### config.mk
export PLATFORM = sky130hd
export DESIGN_NAME = fetch_unit
export DESIGN_NICKNAME = d
export VERILOG_FILES = /design/src/fetch_pkg.sv /design/src/pc_gen.sv /design/src/fetch_hold.sv /design/src/insn_decode.sv /design/src/fetch_unit.sv
export SDC_FILE = /design/constraint.sdc
export NUM_CORES = 1
export LEC_CHECK = 0
export BUFFER_PORTS_ARGS = -buffer_cell sky130_fd_sc_hd__buf_4
export CAP_MARGIN = 20
export CORE_UTILIZATION = 61
export CTS_CLUSTER_DIAMETER = 150
export DETAILED_ROUTE_END_ITERATION = 8
export HOLD_SLACK_MARGIN = 0.06
export PLACE_DENSITY = 0.86
export SYNTH_ARGS = -nofsm -noshare
export SYNTH_HDL_FRONTEND = slang
export SYNTH_SLANG_ARGS = --single-unit
### constraint.sdc
create_clock -name clk -period 23.7 [get_ports clk]
set_input_delay 3.555 -clock clk [delete_from_list [all_inputs] [get_ports clk]]
set_output_delay 3.555 -clock clk [all_outputs]
set_load 0.05 [all_outputs]
### src/fetch_pkg.sv
// Fetch front end definitions
`default_nettype none

package fetch_pkg;

	//////////////////////////////////////////////////
	// Widths and fixed addresses
	//////////////////////////////////////////////////

	// Instruction and address width
	localparam int XLEN = 32;

	// First fetch address out of reset
	localparam logic [XLEN-1:0] RESET_PC = 32'h0000_0100;

	//////////////////////////////////////////////////
	// Primary opcodes
	//////////////////////////////////////////////////

	// Unconditional jump with 26-bit word offset
	localparam logic [5:0] OPC_J   = 6'h00;
	// No-operation
	localparam logic [5:0] OPC_NOP = 6'h05;

	// Filler word for errored or dropped fetches
	localparam logic [XLEN-1:0] NOP_INSN = {OPC_NOP, 26'h041_0000};

	//////////////////////////////////////////////////
	// Bus error tags
	//////////////////////////////////////////////////

	// TLB miss
	localparam logic [3:0] TAG_ITLB  = 4'hd;
	// Page fault
	localparam logic [3:0] TAG_IPAGE = 4'hc;
	// Plain bus error
	localparam logic [3:0] TAG_IBUS  = 4'hb;

	// Opcode class seen by decode
	typedef enum logic [1:0] {
		OP_JUMP,
		OP_NOP,
		OP_OTHER
	} opcode_e;

	// Fetch exception carried with each word
	typedef enum logic [1:0] {
		EXC_NONE,
		EXC_ITLB,
		EXC_IPAGE,
		EXC_IBUS
	} exc_e;

endpackage

`default_nettype wire

### src/pc_gen.sv
// Fetch address generator
`default_nettype none

module pc_gen import fetch_pkg::*; (
	input  wire logic            clk,
	input  wire logic            reset_i,
	input  wire logic            freeze_i,
	input  wire logic            flush_i,
	input  wire logic [XLEN-1:0] flush_pc_i,
	input  wire logic            ibus_ack_i,
	input  wire logic            ibus_err_i,
	input  wire logic            f_hold_full_i,
	input  wire logic            jump_taken_i,
	input  wire logic [XLEN-1:0] jump_pc_i,
	output logic                 ibus_req_o,
	output logic [XLEN-1:0]      ibus_adr_o,
	output logic                 fetch_stale_o
);

	// Fetch PC of the current or next transfer
	logic [XLEN-1:0] pc_q;
	// Request enable, low only in reset
	logic            req_q;
	// Outstanding transfer belongs to a flushed PC
	logic            stale_q;
	// Redirect target waiting for the stale response
	logic [XLEN-1:0] flush_pc_q;

	logic            done;
	logic            advance;

	// Transfer ends on ack or err
	assign done = ibus_req_o & (ibus_ack_i | ibus_err_i);

	// Word leaves fetch for decode this cycle
	// either straight off the bus or out of the hold stage
	assign advance = !freeze_i & (done | f_hold_full_i);

	// Hold stage full means a frozen word is parked
	assign ibus_req_o    = req_q & !f_hold_full_i;
	assign ibus_adr_o    = {pc_q[XLEN-1:2], 2'b00};
	assign fetch_stale_o = stale_q;

	//////////////////////////////////////////////////
	// PC and redirect control
	//////////////////////////////////////////////////

	always_ff @(posedge clk) begin
		if (reset_i) begin
			pc_q    <= RESET_PC;
			req_q   <= 1'b0;
			stale_q <= 1'b0;
		end else begin
			req_q <= 1'b1;
			if (flush_i) begin
				// Address is frozen until the old transfer ends
				if (ibus_req_o && !done) begin
					stale_q <= 1'b1;
				end else begin
					stale_q <= 1'b0;
					pc_q    <= flush_pc_i;
				end
			end else if (stale_q) begin
				// Dropped response done, now go to the flush target
				if (done) begin
					stale_q <= 1'b0;
					pc_q    <= flush_pc_q;
				end
			end else if (advance) begin
				// Jump beats the sequential step
				if (jump_taken_i)
					pc_q <= jump_pc_i;
				else
					pc_q <= pc_q + XLEN'(4);
			end
		end
	end

	// Latest flush target, read once the stale transfer ends
	always_ff @(posedge clk) begin
		if (flush_i)
			flush_pc_q <= flush_pc_i;
	end

endmodule

`default_nettype wire

### src/fetch_hold.sv
// Fetch result and freeze hold
`default_nettype none

module fetch_hold import fetch_pkg::*; (
	input  wire logic            clk,
	input  wire logic            reset_i,
	input  wire logic            freeze_i,
	input  wire logic            flush_i,
	input  wire logic            fetch_stale_i,
	input  wire logic [XLEN-1:0] ibus_adr_i,
	input  wire logic [XLEN-1:0] ibus_dat_i,
	input  wire logic            ibus_ack_i,
	input  wire logic            ibus_err_i,
	input  wire logic [3:0]      ibus_tag_i,
	output logic                 f_valid_o,
	output logic [XLEN-1:0]      f_insn_o,
	output logic [XLEN-1:0]      f_pc_o,
	output exc_e                 f_exc_o,
	output logic                 f_hold_full_o
);

	// Response qualifiers
	logic            done;
	logic            live;
	logic            save;

	// Response after error substitution
	logic [XLEN-1:0] resp_insn;
	logic [XLEN-1:0] resp_pc;
	exc_e            resp_exc;

	// Parked word
	logic            saved_q;
	logic [XLEN-1:0] insn_saved_q;
	logic [XLEN-1:0] addr_saved_q;
	exc_e            exc_saved_q;

	// Memory answers only an active request
	assign done = ibus_ack_i | ibus_err_i;

	// Responses to a flushed PC are thrown away
	assign live = done & !fetch_stale_i;

	// Decode cannot take it now, so park it
	assign save = live & freeze_i & !flush_i & !saved_q;

	//////////////////////////////////////////////////
	// Response shaping
	//////////////////////////////////////////////////

	// Errored words never reach decode as data
	assign resp_insn = ibus_err_i ? NOP_INSN : ibus_dat_i;
	assign resp_pc   = {ibus_adr_i[XLEN-1:2], 2'b00};

	// Error tag to exception class
	always_comb begin
		resp_exc = EXC_NONE;
		if (ibus_err_i) begin
			case (ibus_tag_i)
				TAG_ITLB:  resp_exc = EXC_ITLB;
				TAG_IPAGE: resp_exc = EXC_IPAGE;
				TAG_IBUS:  resp_exc = EXC_IBUS;
				// Unknown tags still count as bus errors
				default:   resp_exc = EXC_IBUS;
			endcase
		end
	end

	//////////////////////////////////////////////////
	// Hold register
	//////////////////////////////////////////////////

	// Full flag drains on the first unfrozen cycle
	always_ff @(posedge clk) begin
		if (reset_i)
			saved_q <= 1'b0;
		else if (flush_i)
			saved_q <= 1'b0;
		else if (save)
			saved_q <= 1'b1;
		else if (!freeze_i)
			saved_q <= 1'b0;
	end

	// Word, address and exception captured together
	always_ff @(posedge clk) begin
		if (save) begin
			insn_saved_q <= resp_insn;
			addr_saved_q <= resp_pc;
			exc_saved_q  <= resp_exc;
		end
	end

	//////////////////////////////////////////////////
	// Output select
	//////////////////////////////////////////////////

	// Parked word wins, the bus is idle while it sits here
	assign f_valid_o     = saved_q | live;
	assign f_insn_o      = saved_q ? insn_saved_q : resp_insn;
	assign f_pc_o        = saved_q ? addr_saved_q : resp_pc;
	assign f_exc_o       = saved_q ? exc_saved_q : resp_exc;
	assign f_hold_full_o = saved_q;

endmodule

`default_nettype wire

### src/insn_decode.sv
// Instruction decode register
`default_nettype none

module insn_decode import fetch_pkg::*; (
	input  wire logic            clk,
	input  wire logic            reset_i,
	input  wire logic            freeze_i,
	input  wire logic            flush_i,
	input  wire logic            f_valid_i,
	input  wire logic [XLEN-1:0] f_insn_i,
	input  wire logic [XLEN-1:0] f_pc_i,
	input  wire exc_e            f_exc_i,
	output logic                 jump_taken_o,
	output logic [XLEN-1:0]      jump_pc_o,
	output logic                 dec_valid_o,
	output logic [XLEN-1:0]      dec_pc_o,
	output logic [XLEN-1:0]      dec_insn_o,
	output opcode_e              dec_op_o,
	output exc_e                 dec_exc_o
);

	// Incoming word is taken this cycle
	logic            accept;
	// Class of the incoming word
	opcode_e         f_op;
	// Byte offset from the 26-bit jump field
	logic [XLEN-1:0] jump_ofs;

	// Registered stage
	logic            valid_q;
	logic [XLEN-1:0] pc_q;
	logic [XLEN-1:0] insn_q;
	opcode_e         op_q;
	exc_e            exc_q;

	assign accept = f_valid_i & !freeze_i & !flush_i;

	//////////////////////////////////////////////////
	// Classify and resolve jumps
	//////////////////////////////////////////////////

	// Primary opcode sits in the top six bits
	always_comb begin
		case (f_insn_i[XLEN-1:XLEN-6])
			OPC_J:   f_op = OP_JUMP;
			OPC_NOP: f_op = OP_NOP;
			default: f_op = OP_OTHER;
		endcase
	end

	// Sign extend and scale to bytes
	assign jump_ofs = {{(XLEN-28){f_insn_i[25]}}, f_insn_i[25:0], 2'b00};

	// Target relative to the jump's own PC
	assign jump_pc_o = f_pc_i + jump_ofs;

	// Only a clean jump redirects fetch
	// and pc_gen samples this on the same edge decode loads
	assign jump_taken_o = accept & (f_op == OP_JUMP) & (f_exc_i == EXC_NONE);

	//////////////////////////////////////////////////
	// Decode register
	//////////////////////////////////////////////////

	// Valid holds under freeze, flush kills it
	always_ff @(posedge clk) begin
		if (reset_i)
			valid_q <= 1'b0;
		else if (flush_i)
			valid_q <= 1'b0;
		else if (!freeze_i)
			valid_q <= f_valid_i;
	end

	// Contents only change when a word is accepted
	always_ff @(posedge clk) begin
		if (accept) begin
			pc_q   <= f_pc_i;
			insn_q <= f_insn_i;
			op_q   <= f_op;
			exc_q  <= f_exc_i;
		end
	end

	assign dec_valid_o = valid_q;
	assign dec_pc_o    = pc_q;
	assign dec_insn_o  = insn_q;
	assign dec_op_o    = op_q;
	assign dec_exc_o   = exc_q;

endmodule

`default_nettype wire

### src/fetch_unit.sv
// Instruction fetch unit top
`default_nettype none

module fetch_unit import fetch_pkg::*; (
	input  wire logic            clk,
	input  wire logic            reset_i,
	// Pipeline control
	input  wire logic            freeze_i,
	input  wire logic            flush_i,
	input  wire logic [XLEN-1:0] flush_pc_i,
	// Instruction bus
	input  wire logic [XLEN-1:0] ibus_dat_i,
	input  wire logic            ibus_ack_i,
	input  wire logic            ibus_err_i,
	input  wire logic [3:0]      ibus_tag_i,
	output logic                 ibus_req_o,
	output logic [XLEN-1:0]      ibus_adr_o,
	// Decode stage out
	output logic                 dec_valid_o,
	output logic [XLEN-1:0]      dec_pc_o,
	output logic [XLEN-1:0]      dec_insn_o,
	output opcode_e              dec_op_o,
	output exc_e                 dec_exc_o
);

	// Address generator to hold stage
	logic            fetch_stale;

	// Hold stage to decode
	logic            f_valid;
	logic [XLEN-1:0] f_insn;
	logic [XLEN-1:0] f_pc;
	exc_e            f_exc;
	logic            f_hold_full;

	// Decode back to address generator
	logic            jump_taken;
	logic [XLEN-1:0] jump_pc;

	//////////////////////////////////////////////////
	// Next address and bus request
	//////////////////////////////////////////////////

	pc_gen u_pc_gen (
		.clk           (clk),
		.reset_i       (reset_i),
		.freeze_i      (freeze_i),
		.flush_i       (flush_i),
		.flush_pc_i    (flush_pc_i),
		.ibus_ack_i    (ibus_ack_i),
		.ibus_err_i    (ibus_err_i),
		.f_hold_full_i (f_hold_full),
		.jump_taken_i  (jump_taken),
		.jump_pc_i     (jump_pc),
		.ibus_req_o    (ibus_req_o),
		.ibus_adr_o    (ibus_adr_o),
		.fetch_stale_o (fetch_stale)
	);

	// Response capture and error mapping
	fetch_hold u_fetch_hold (
		.clk           (clk),
		.reset_i       (reset_i),
		.freeze_i      (freeze_i),
		.flush_i       (flush_i),
		.fetch_stale_i (fetch_stale),
		.ibus_adr_i    (ibus_adr_o),
		.ibus_dat_i    (ibus_dat_i),
		.ibus_ack_i    (ibus_ack_i),
		.ibus_err_i    (ibus_err_i),
		.ibus_tag_i    (ibus_tag_i),
		.f_valid_o     (f_valid),
		.f_insn_o      (f_insn),
		.f_pc_o        (f_pc),
		.f_exc_o       (f_exc),
		.f_hold_full_o (f_hold_full)
	);

	// Decode register
	insn_decode u_insn_decode (
		.clk          (clk),
		.reset_i      (reset_i),
		.freeze_i     (freeze_i),
		.flush_i      (flush_i),
		.f_valid_i    (f_valid),
		.f_insn_i     (f_insn),
		.f_pc_i       (f_pc),
		.f_exc_i      (f_exc),
		.jump_taken_o (jump_taken),
		.jump_pc_o    (jump_pc),
		.dec_valid_o  (dec_valid_o),
		.dec_pc_o     (dec_pc_o),
		.dec_insn_o   (dec_insn_o),
		.dec_op_o     (dec_op_o),
		.dec_exc_o    (dec_exc_o)
	);

endmodule

`default_nettype wire

Word-level counts from Yosys, hierarchy flattened --
Index checks and enable logic that the tools add are counted.
Word-level totals: bits in registers 200, output and inout port bits 102, logic and storage cells 67
Cells by class: bitwise gates (word level) 14, reductions and logical operators 12, $add $sub $neg 2, multiplexer cells 20, eq/ne operators 6
Operators by type and width (count):
- 32-bit 2-to-1 mux | 9
- 32-bit by 3-bit adder with 32-bit output, second input constant | 1
- 32-bit adder | 1
- 1-bit bitwise AND | 11
- 4-bit equality test, second input constant | 2
- 2-bit one-hot mux with 2 select lines | 2
- 1-bit 2-to-1 mux | 7
- 6-bit by 3-bit equality test with 1-bit output, second input constant | 1
- 6-bit logical NOT | 1
- 1-bit logical NOT | 5
- 2-bit logical NOT | 2
- 2-bit 2-to-1 mux | 2
- 3-bit != test, second input constant | 1
- 1-bit OR | 3
- 3-bit AND reduction | 1
- 3-bit nonzero test | 1
- 2-bit by 1-bit != test with 1-bit output, second input constant | 1
- 2-bit != test, second input constant | 1
- 2-bit OR reduction | 1
- 1-bit logical AND | 1

Logic depth before layout (Yosys ltp) --
Gate-level depths: netlist of the first run.
word-level depth 11, mapped depth 15, mapped depth without buffers 13

By module --
A second synthesis of the first run with hierarchy kept.
Second synthesis, totals: cell total of the unflattened synthesis 930, area total of the unflattened synthesis 10664.0 sq um
Modules (own cells, without submodules):
- insn_decode | sequential area each 2062.0 sq um, cells an instance 337, area an instance 3843.7 sq um, instances 1
- pc_gen | sequential area each 1541.5 sq um, cells an instance 408, area an instance 3756.1 sq um, instances 1
- fetch_hold | sequential area each 1941.9 sq um, cells an instance 185, area an instance 3064.2 sq um, instances 1

Worst setup path before layout of the first run --
Ideal clock, no wire load.
kind input to register, start input flush_i, end register u_fetch_hold.addr_saved_q[10] (enable), setup slack 12.400 ns, required time 23.033 ns, stages on the path 4, arrival time 10.633 ns, path buffers 1, path through clkbuf_1 -> clkinv_1 -> nand2_1 -> nor4b_1
Between the ends: longest elaborated chain between the ends 3
RTL lines:
- start: declaration | line fetch_unit.sv:9 | input wire logic flush_i,
- 1-bit logical NOT | line fetch_hold.sv:45 | assign save = live & freeze_i & !flush_i & !saved_q;
- 1-bit bitwise AND (2 in series) | line fetch_hold.sv:45
- via u_fetch_hold.save | line fetch_hold.sv:25 | logic save;
- end signal: assignment | line fetch_hold.sv:89 | addr_saved_q <= resp_pc;
- end: declaration | line fetch_hold.sv:35 | logic [XLEN-1:0] addr_saved_q;
The timed path passes the listed nets, and every way through them passes these cells. A chain may end at the register's enable or synchronous reset.

Worst setup path in the final report of the first run --
start input ibus_err_i, end register u_pc_gen.pc_q[28]
Between the ends: elaborated cells on any way between the ends 30, those cells by class add/sub (1); eq/ne (3); mux (9); bitwise (10); reduce/logical (7)
RTL lines:
- start: declaration | line fetch_unit.sv:14 | input wire logic ibus_err_i,
- 32-bit 2-to-1 mux | line fetch_hold.sv:52 | assign resp_insn = ibus_err_i ? NOP_INSN : ibus_dat_i;
- via u_fetch_hold.resp_insn[0] | line fetch_hold.sv:28 | logic [XLEN-1:0] resp_insn;
- 32-bit 2-to-1 mux | line fetch_hold.sv:100 | assign f_insn_o = saved_q ? insn_saved_q : resp_insn;
- via f_insn[0] | line fetch_unit.sv:31 | logic [XLEN-1:0] f_insn;
- 32-bit adder | line insn_decode.sv:55 | assign jump_pc_o = f_pc_i + jump_ofs;
- 32-bit 2-to-1 mux | line pc_gen.sv:71 | if (jump_taken_i)
- 32-bit 2-to-1 mux | line pc_gen.sv:69 | end else if (advance) begin
- 32-bit 2-to-1 mux | line pc_gen.sv:63 | end else if (stale_q) begin
- 32-bit 2-to-1 mux | line pc_gen.sv:55 | if (flush_i) begin
- end signal: assignment | line pc_gen.sv:67 | pc_q <= flush_pc_q;
- end signal: assignment | line pc_gen.sv:72 | pc_q <= jump_pc_i;
- end signal: assignment | line pc_gen.sv:74 | pc_q <= pc_q + XLEN'(4);
- end: declaration | line pc_gen.sv:21 | logic [XLEN-1:0] pc_q;
The timed path passes the listed nets, and every way through them passes these cells. The select of a mux whose other input is x is not followed.

==> results of run 1 <==
cell usage after synthesis (all sizes together), types with 15 or more instances:
cell type | n | area, µm²
buf | 18 | 97.6
edfxtp | 160 | 4800
o21ai | 36 | 180
nor3 | 15 | 91.3
a21oi | 60 | 319
xor2 | 17 | 149
nor2b | 32 | 200
clkbuf | 25 | 95.1
a211oi | 19 | 173
dfxtp | 34 | 681
nand2 | 72 | 270
nor2 | 58 | 230
nand3 | 27 | 153
ha | 30 | 375
inv | 20 | 75.1
xnor2 | 19 | 166
mux2 | 57 | 642
flip-flops by register name, summed over array words and instances, names as in the netlist, 2 cells and up:
register,flops
u_insn_decode.dec_insn_o,32
u_fetch_hold.exc_saved_q,2
u_fetch_hold.addr_saved_q,30
u_insn_decode.dec_pc_o,30
u_insn_decode.dec_exc_o,2
u_pc_gen.flush_pc_q,30
u_pc_gen.pc_q,30
u_fetch_hold.insn_saved_q,32
u_insn_decode.dec_op_o,2
critical path: cells and delay by family:
kind,cells,cell delay (ns)
adder cells (fa/ha/maj),2,0.41
AND/OR/NAND/NOR,2,0.33
multiplexers,1,0.32
AO/OA/AOI/OAI,6,1.46
XOR/XNOR,1,0.30
buffers and inverters,2,0.45
worst min-delay path by stage:
stage	to	slack (ns)	cells past startpoint
after floorplan	u_pc_gen.pc_q[11]	0.45	2
after global placement	u_pc_gen.pc_q[11]	0.45	2
after detailed placement	u_pc_gen.pc_q[11]	0.47	2
after CTS	u_pc_gen.pc_q[11]	0.48	2
after global routing	u_pc_gen.pc_q[11]	0.53	2
final	u_pc_gen.pc_q[11]	0.48	2
layout make-up:
type,instances,share of cell area [%]
repair buffers,174,10.8
inverters,22,0.680
clock inverters,13,1.10
clock buffers,19,3.57
multi-input cells,627,36.5
flip-flops and latches,194,45.2
well taps,216,2.23
layer usage:
metal / track usage (%) / vias up / share of wire [%]
li1: - / 3662 / -
met5: 0 / - / 0
met4: 8.99 / 0 / 1.8
met2: 44.0 / 469 / 44
met1: 44.2 / 3821 / 45
met3: 5.44 / 42 / 9.8
where the power goes:
| part | leakage, nW | switching [mW] | internal (mW) |
|---|---|---|---|
| Combinational | 2.65 | 0.119 | 0.0660 |
| Clock | 0.275 | 0.126 | 0.155 |
| Sequential | 1.79 | 0.0183 | 0.394 |
kinds of logic (layout without fill, tap and decap cells):
group	count (synthesis)	after routing	synth area share [%]
flops	194	194	54.0
buf+inv	65	228	2.71
compound gates	229	229	15.8
fa+ha+maj	31	31	3.89
xor+xnor	36	36	3.10
simple gates	263	263	13.5
other cells	1	4	0.0369
mux	64	64	7.00
metrics by stage:
stage                     utilization [%]  total power, mW  area, µm²  hold slack (ns)  setup slack, ns
after global routing                 75.6            0.908      12100            0.525            17.06
after global placement               72.1            0.597      11600            0.451            16.86
final                                75.6            0.880      12100            0.484            17.14
after detailed placement             72.1            0.601      11600            0.467            16.77
after floorplan                         -            0.545      10200            0.447            12.40
after CTS                            75.6            0.879      12100            0.482            17.21
==> metrics, run 1 <==
CTS tree=built; syn avg cell area=11.5 µm²; Num CTS Buffers=17; Worst-path clk slew=0.07 ns; Hold Path Origin=u_pc_gen.flush_pc_q[11]; # hold bufs at CTS=0; Max FO, Critical Path=39; register area=roughly 5500 µm²; Tightest Pin Transition=0.992 ns; skew final=0.00540 ns; Final Hold Vio Count=0; Final Slew Violations=0; FF-to-FF Start=u_fetch_hold.f_hold_full_o; Syn Inst Count=883; Final Cycle Share=27.7%; Critical-path top delay cell=a2111oi_4; Initial DRT Pass Iterations=5; first-pass GRT wire length=38.3 mm; Hold Path Class=reg -> reg; most frequent cells in the layout=174 x buf_4, 160 x edfxtp_1, 72 x nand2_1, 57 x mux2_2; diode count=0; critical path cell sequence=buf_4 > nor2b_1 > mux2_2 > ha_1 > inv_1 > fa_1 > and2b_1 > o2111ai_2 > a21oi_2 > o31a_4 > a2111oi_4 > o31ai_1 > xnor2_1 > a21oi_1; min cycle time layout=6.56 ns; fmax=0.152 GHz; fin nets=about 1100; share of layout cells above drive strength 1=28.6%; R2R depth=13; vias in the first global route=7218; CP Class=in -> reg; power per cell area=72.4 nW/µm²; worst endpoint required time=24.02 ns; Die X-Extent=131 µm; Post-DRT Antenna Nets=0; largest net degree at the start of global routing=73; P&R area growth vs syn=19.5%; DP Wirelength=~17 mm; GR Overflow Total=0; reg2reg setup slack=19.48 ns; First DRT Iteration DRCs=842; Post-CTS Resized=0; Vias=7994; placed insts=1233; RSZ-0062 raised after global routing=no; clk_lat worst skew=roughly 0.44 ns; Die Height=131 µm; run status=complete, no violations; ys async rst share=0%; total negative slack=0 ns; register area share after synthesis=54.0%; setup bufs post-CTS=0; YS warnings=0; max_cap viols=0; H-Tree Depth=4; io pins=176; Setup crit start kind=input pin; num rows=46; Clock Tree Buf Depth=2; register bit total from synthesis=approximately 190; Slew Limit Headroom=33.8%; maximum VDD drop=approximately 0.051 mV; Initial Util=63.3%; non-filler cells, final=1265; via/cell ratio=6.32; initial antenna violation count=0; Worst Setup SP=ibus_err_i; port bufs=169; Crit. End Element=flop; routability cong.=about 0.94; wire per inst=19.7 µm; # DRC=0; Multi-input gate area=roughly 4400 µm²; Max stage delay on crit path=approximately 0.44 ns; Lkg Pwr=4.72 nW; Worst EP arrival=6.88 ns; RR Endpoint=u_pc_gen.pc_q[28]; Critical Path Sink=u_pc_gen.pc_q[28]; Root Buffer=clkbuf_16; Post-synth EDFFs=160; Sink Count=194; endpoints failing setup=0; All-Layer GR Usage=29.6%; core area=16100 µm²; most common cell after layout, fill and taps aside=buf_4; # fillers=1091; WL final=24.9 mm; most used flip-flop cell after synthesis=edfxtp_1; Die Area=17200 µm²; Unique masters post-synth=85; mapped cell area=10200 µm²
Power figures use the tool's default switching activity.
==> inputs of run 2 (changes only) <==
--- a/config.mk
+++ b/config.mk
@@ -7,11 +7,11 @@
 export LEC_CHECK = 0
 export BUFFER_PORTS_ARGS = -buffer_cell sky130_fd_sc_hd__buf_4
 export CAP_MARGIN = 20
-export CORE_UTILIZATION = 61
+export CORE_UTILIZATION = 57
 export CTS_CLUSTER_DIAMETER = 150
 export DETAILED_ROUTE_END_ITERATION = 8
 export HOLD_SLACK_MARGIN = 0.06
-export PLACE_DENSITY = 0.86
+export PLACE_DENSITY = 0.81
 export SYNTH_ARGS = -nofsm -noshare
 export SYNTH_HDL_FRONTEND = slang
 export SYNTH_SLANG_ARGS = --single-unit
==> constraint.sdc (replaced) <==
create_clock -name clk -period 6.8 [get_ports clk]
set_input_delay 1.02 -clock clk [delete_from_list [all_inputs] [get_ports clk]]
set_output_delay 1.02 -clock clk [all_outputs]
set_load 0.05 [all_outputs]
==> run 2 against run 1 <==
Effect of this change:
- final cell count is 0.79% higher
- count of clock-buffer cells in the layout decreased by 2
- via count decreased by 2.3%
- routed wire length up 1.2%
- combinational power increased to 3.5 times the previous value
- critical path type is now reg -> reg
- worst setup slack got worse by 15 ns
- clock skew grew 0.0047 ns
- sequential share of layout area hardly changed
- worst hold slack improved by 0.013 ns
- largest power group unchanged
- critical path depth decreased by 1
- cell area up 0.10%
- sequential power grew to 3.5 times the previous value
- highest routed layer unchanged
==> metrics, run 2 (synthesized netlist as in run 1, its figures left out) <==
initial antenna violation count=0; Post-DRT Antenna Nets=0; Critical-path top delay cell=dfxtp_4; min cycle time layout=4.40 ns; non-filler cells, final=1275; num rows=between 40 and 50; routability cong.=roughly 0.88; core area=17400 µm²; endpoints failing setup=0; metal2 WL=11.2 mm; Clock Tree Buf Depth=2; Tightest Pin Transition=0.952 ns; wire per inst=slightly below 20 µm; maximum VDD drop=0.165 mV; skew final=~0.010 ns; Core Util, Final=around 70%; # DRC=0; Setup crit start kind=flop; Worst EP arrival=4.72 ns; Lkg Pwr=4.71 nW; Hold Path Class=reg -> reg; Initial DRT Pass Iterations=5; total negative slack=0 ns; GR Overflow Total=0; Power, Total=3.03 mW; port bufs=between 150 and 200; WL final=25.2 mm; CTS tree=built; # hold bufs at CTS=0; CP Class=reg -> reg; highest routed metal layer=met4; fmax=0.227 GHz; Slew Limit Headroom=36.5%; Vias=roughly 8000; Post-CTS Resized=0; Die Height=between 100 and 150 µm; Initial Util=58.6%; Num CTS Buffers=17; Worst-path clk slew=0.07 ns; diode count=0; M1 wire length=about 11 mm; Die X-Extent=approximately 140 µm; Final Cycle Share=64.8%; First DRT Iteration DRCs=818; H-Tree Depth=4; Final Hold Vio Count=0; P&R area growth vs syn=19.6%; vias in the first global route=7259; Die Area=18400 µm²; DP Wirelength=17.6 mm; fin nets=1142; worst endpoint required time=7.12 ns; Final Slew Violations=0; share of layout cells above drive strength 1=29.0%; clk_lat worst skew=0.44 ns; WL met3=2.31 mm; placed insts=between 1000 and 1500; power per cell area=249 nW/µm²; first-pass GRT wire length=39.2 mm; Root Buffer=clkbuf_16; RSZ-0062 raised after global routing=no; Hold WS=0.497 ns; most common cell after layout, fill and taps aside=buf_4; setup bufs post-CTS=0; critical path cell sequence=buf_4 > mux2_2 > ha_1 > inv_1 > fa_1 > and2b_1 > o2111ai_2 > a21oi_2 > o31a_4 > a2111oi_4 > o31ai_1 > xnor2_1 > a21oi_1; via/cell ratio=6.12; Max FO, Critical Path=52; most frequent cells in the layout=175 x buf_4, 160 x edfxtp_1, 72 x nand2_1, 57 x mux2_2; io pins=176; largest net degree at the start of global routing=65; Crit. End Element=flop; max_cap viols=0; Sink Count=194; All-Layer GR Usage=28.1%; run status=complete, no violations; Max stage delay on crit path=between 0.8 and 0.9 ns
==> run 2: stage by stage <==
step / setup slack, ns / area, µm²
after floorplan: 1.25 / 10200
after global routing: 2.26 / 12200
after global placement: 2.46 / 11600
final: 2.40 / 12200
after CTS: 2.48 / 12200
after detailed placement: 2.38 / 11600
==> run 2: area by class of cell <==
cell class,count,area (µm²)
multi-input combinational,627,4440
sequential,194,5490
clock buffer,17,425
clock inverter,15,126
fill,1209,5200
timing repair buffer,175,1310
tap,225,282
inverter,22,82.6
==> run 2: metal layers <==
layer,vias to the layer above,track usage [%]
met5,-,0
met4,0,8.68
met3,29,4.04
met2,416,41.7
met1,3698,42.4
li1,3666,-
==> run 2: worst paths after layout <==
check	start	end	slack, ns	cells after the start
setup / recovery	u_fetch_hold.f_hold_full_o	u_pc_gen.pc_q[28]	2.40	13
hold / removal	u_pc_gen.flush_pc_q[11]	u_pc_gen.pc_q[11]	0.50	2
setup reg to reg	u_fetch_hold.f_hold_full_o	u_pc_gen.pc_q[28]	2.40	13
hold reg to reg	u_pc_gen.flush_pc_q[11]	u_pc_gen.pc_q[11]	0.50	2
==> run 2: worst max-delay path: cells and delay by family (launching register included) <==
family,cells,cell delay [ns]
XOR/XNOR,1,0.32
AO/OA/AOI/OAI,6,1.47
flip-flops,1,0.83
buffers and inverters,2,0.54
multiplexers,1,0.44
AND/OR/NAND/NOR,1,0.22
adder cells (fa/ha/maj),2,0.41
==> run 2: power breakdown <==
part,leakage (nW),total [mW],internal [mW],switching [mW]
combinational,2.66,0.645,0.231,0.415
clock,0.262,0.940,0.479,0.461
sequential,1.79,1.44,1.37,0.0664
total,4.71,3.03,2.08,0.942
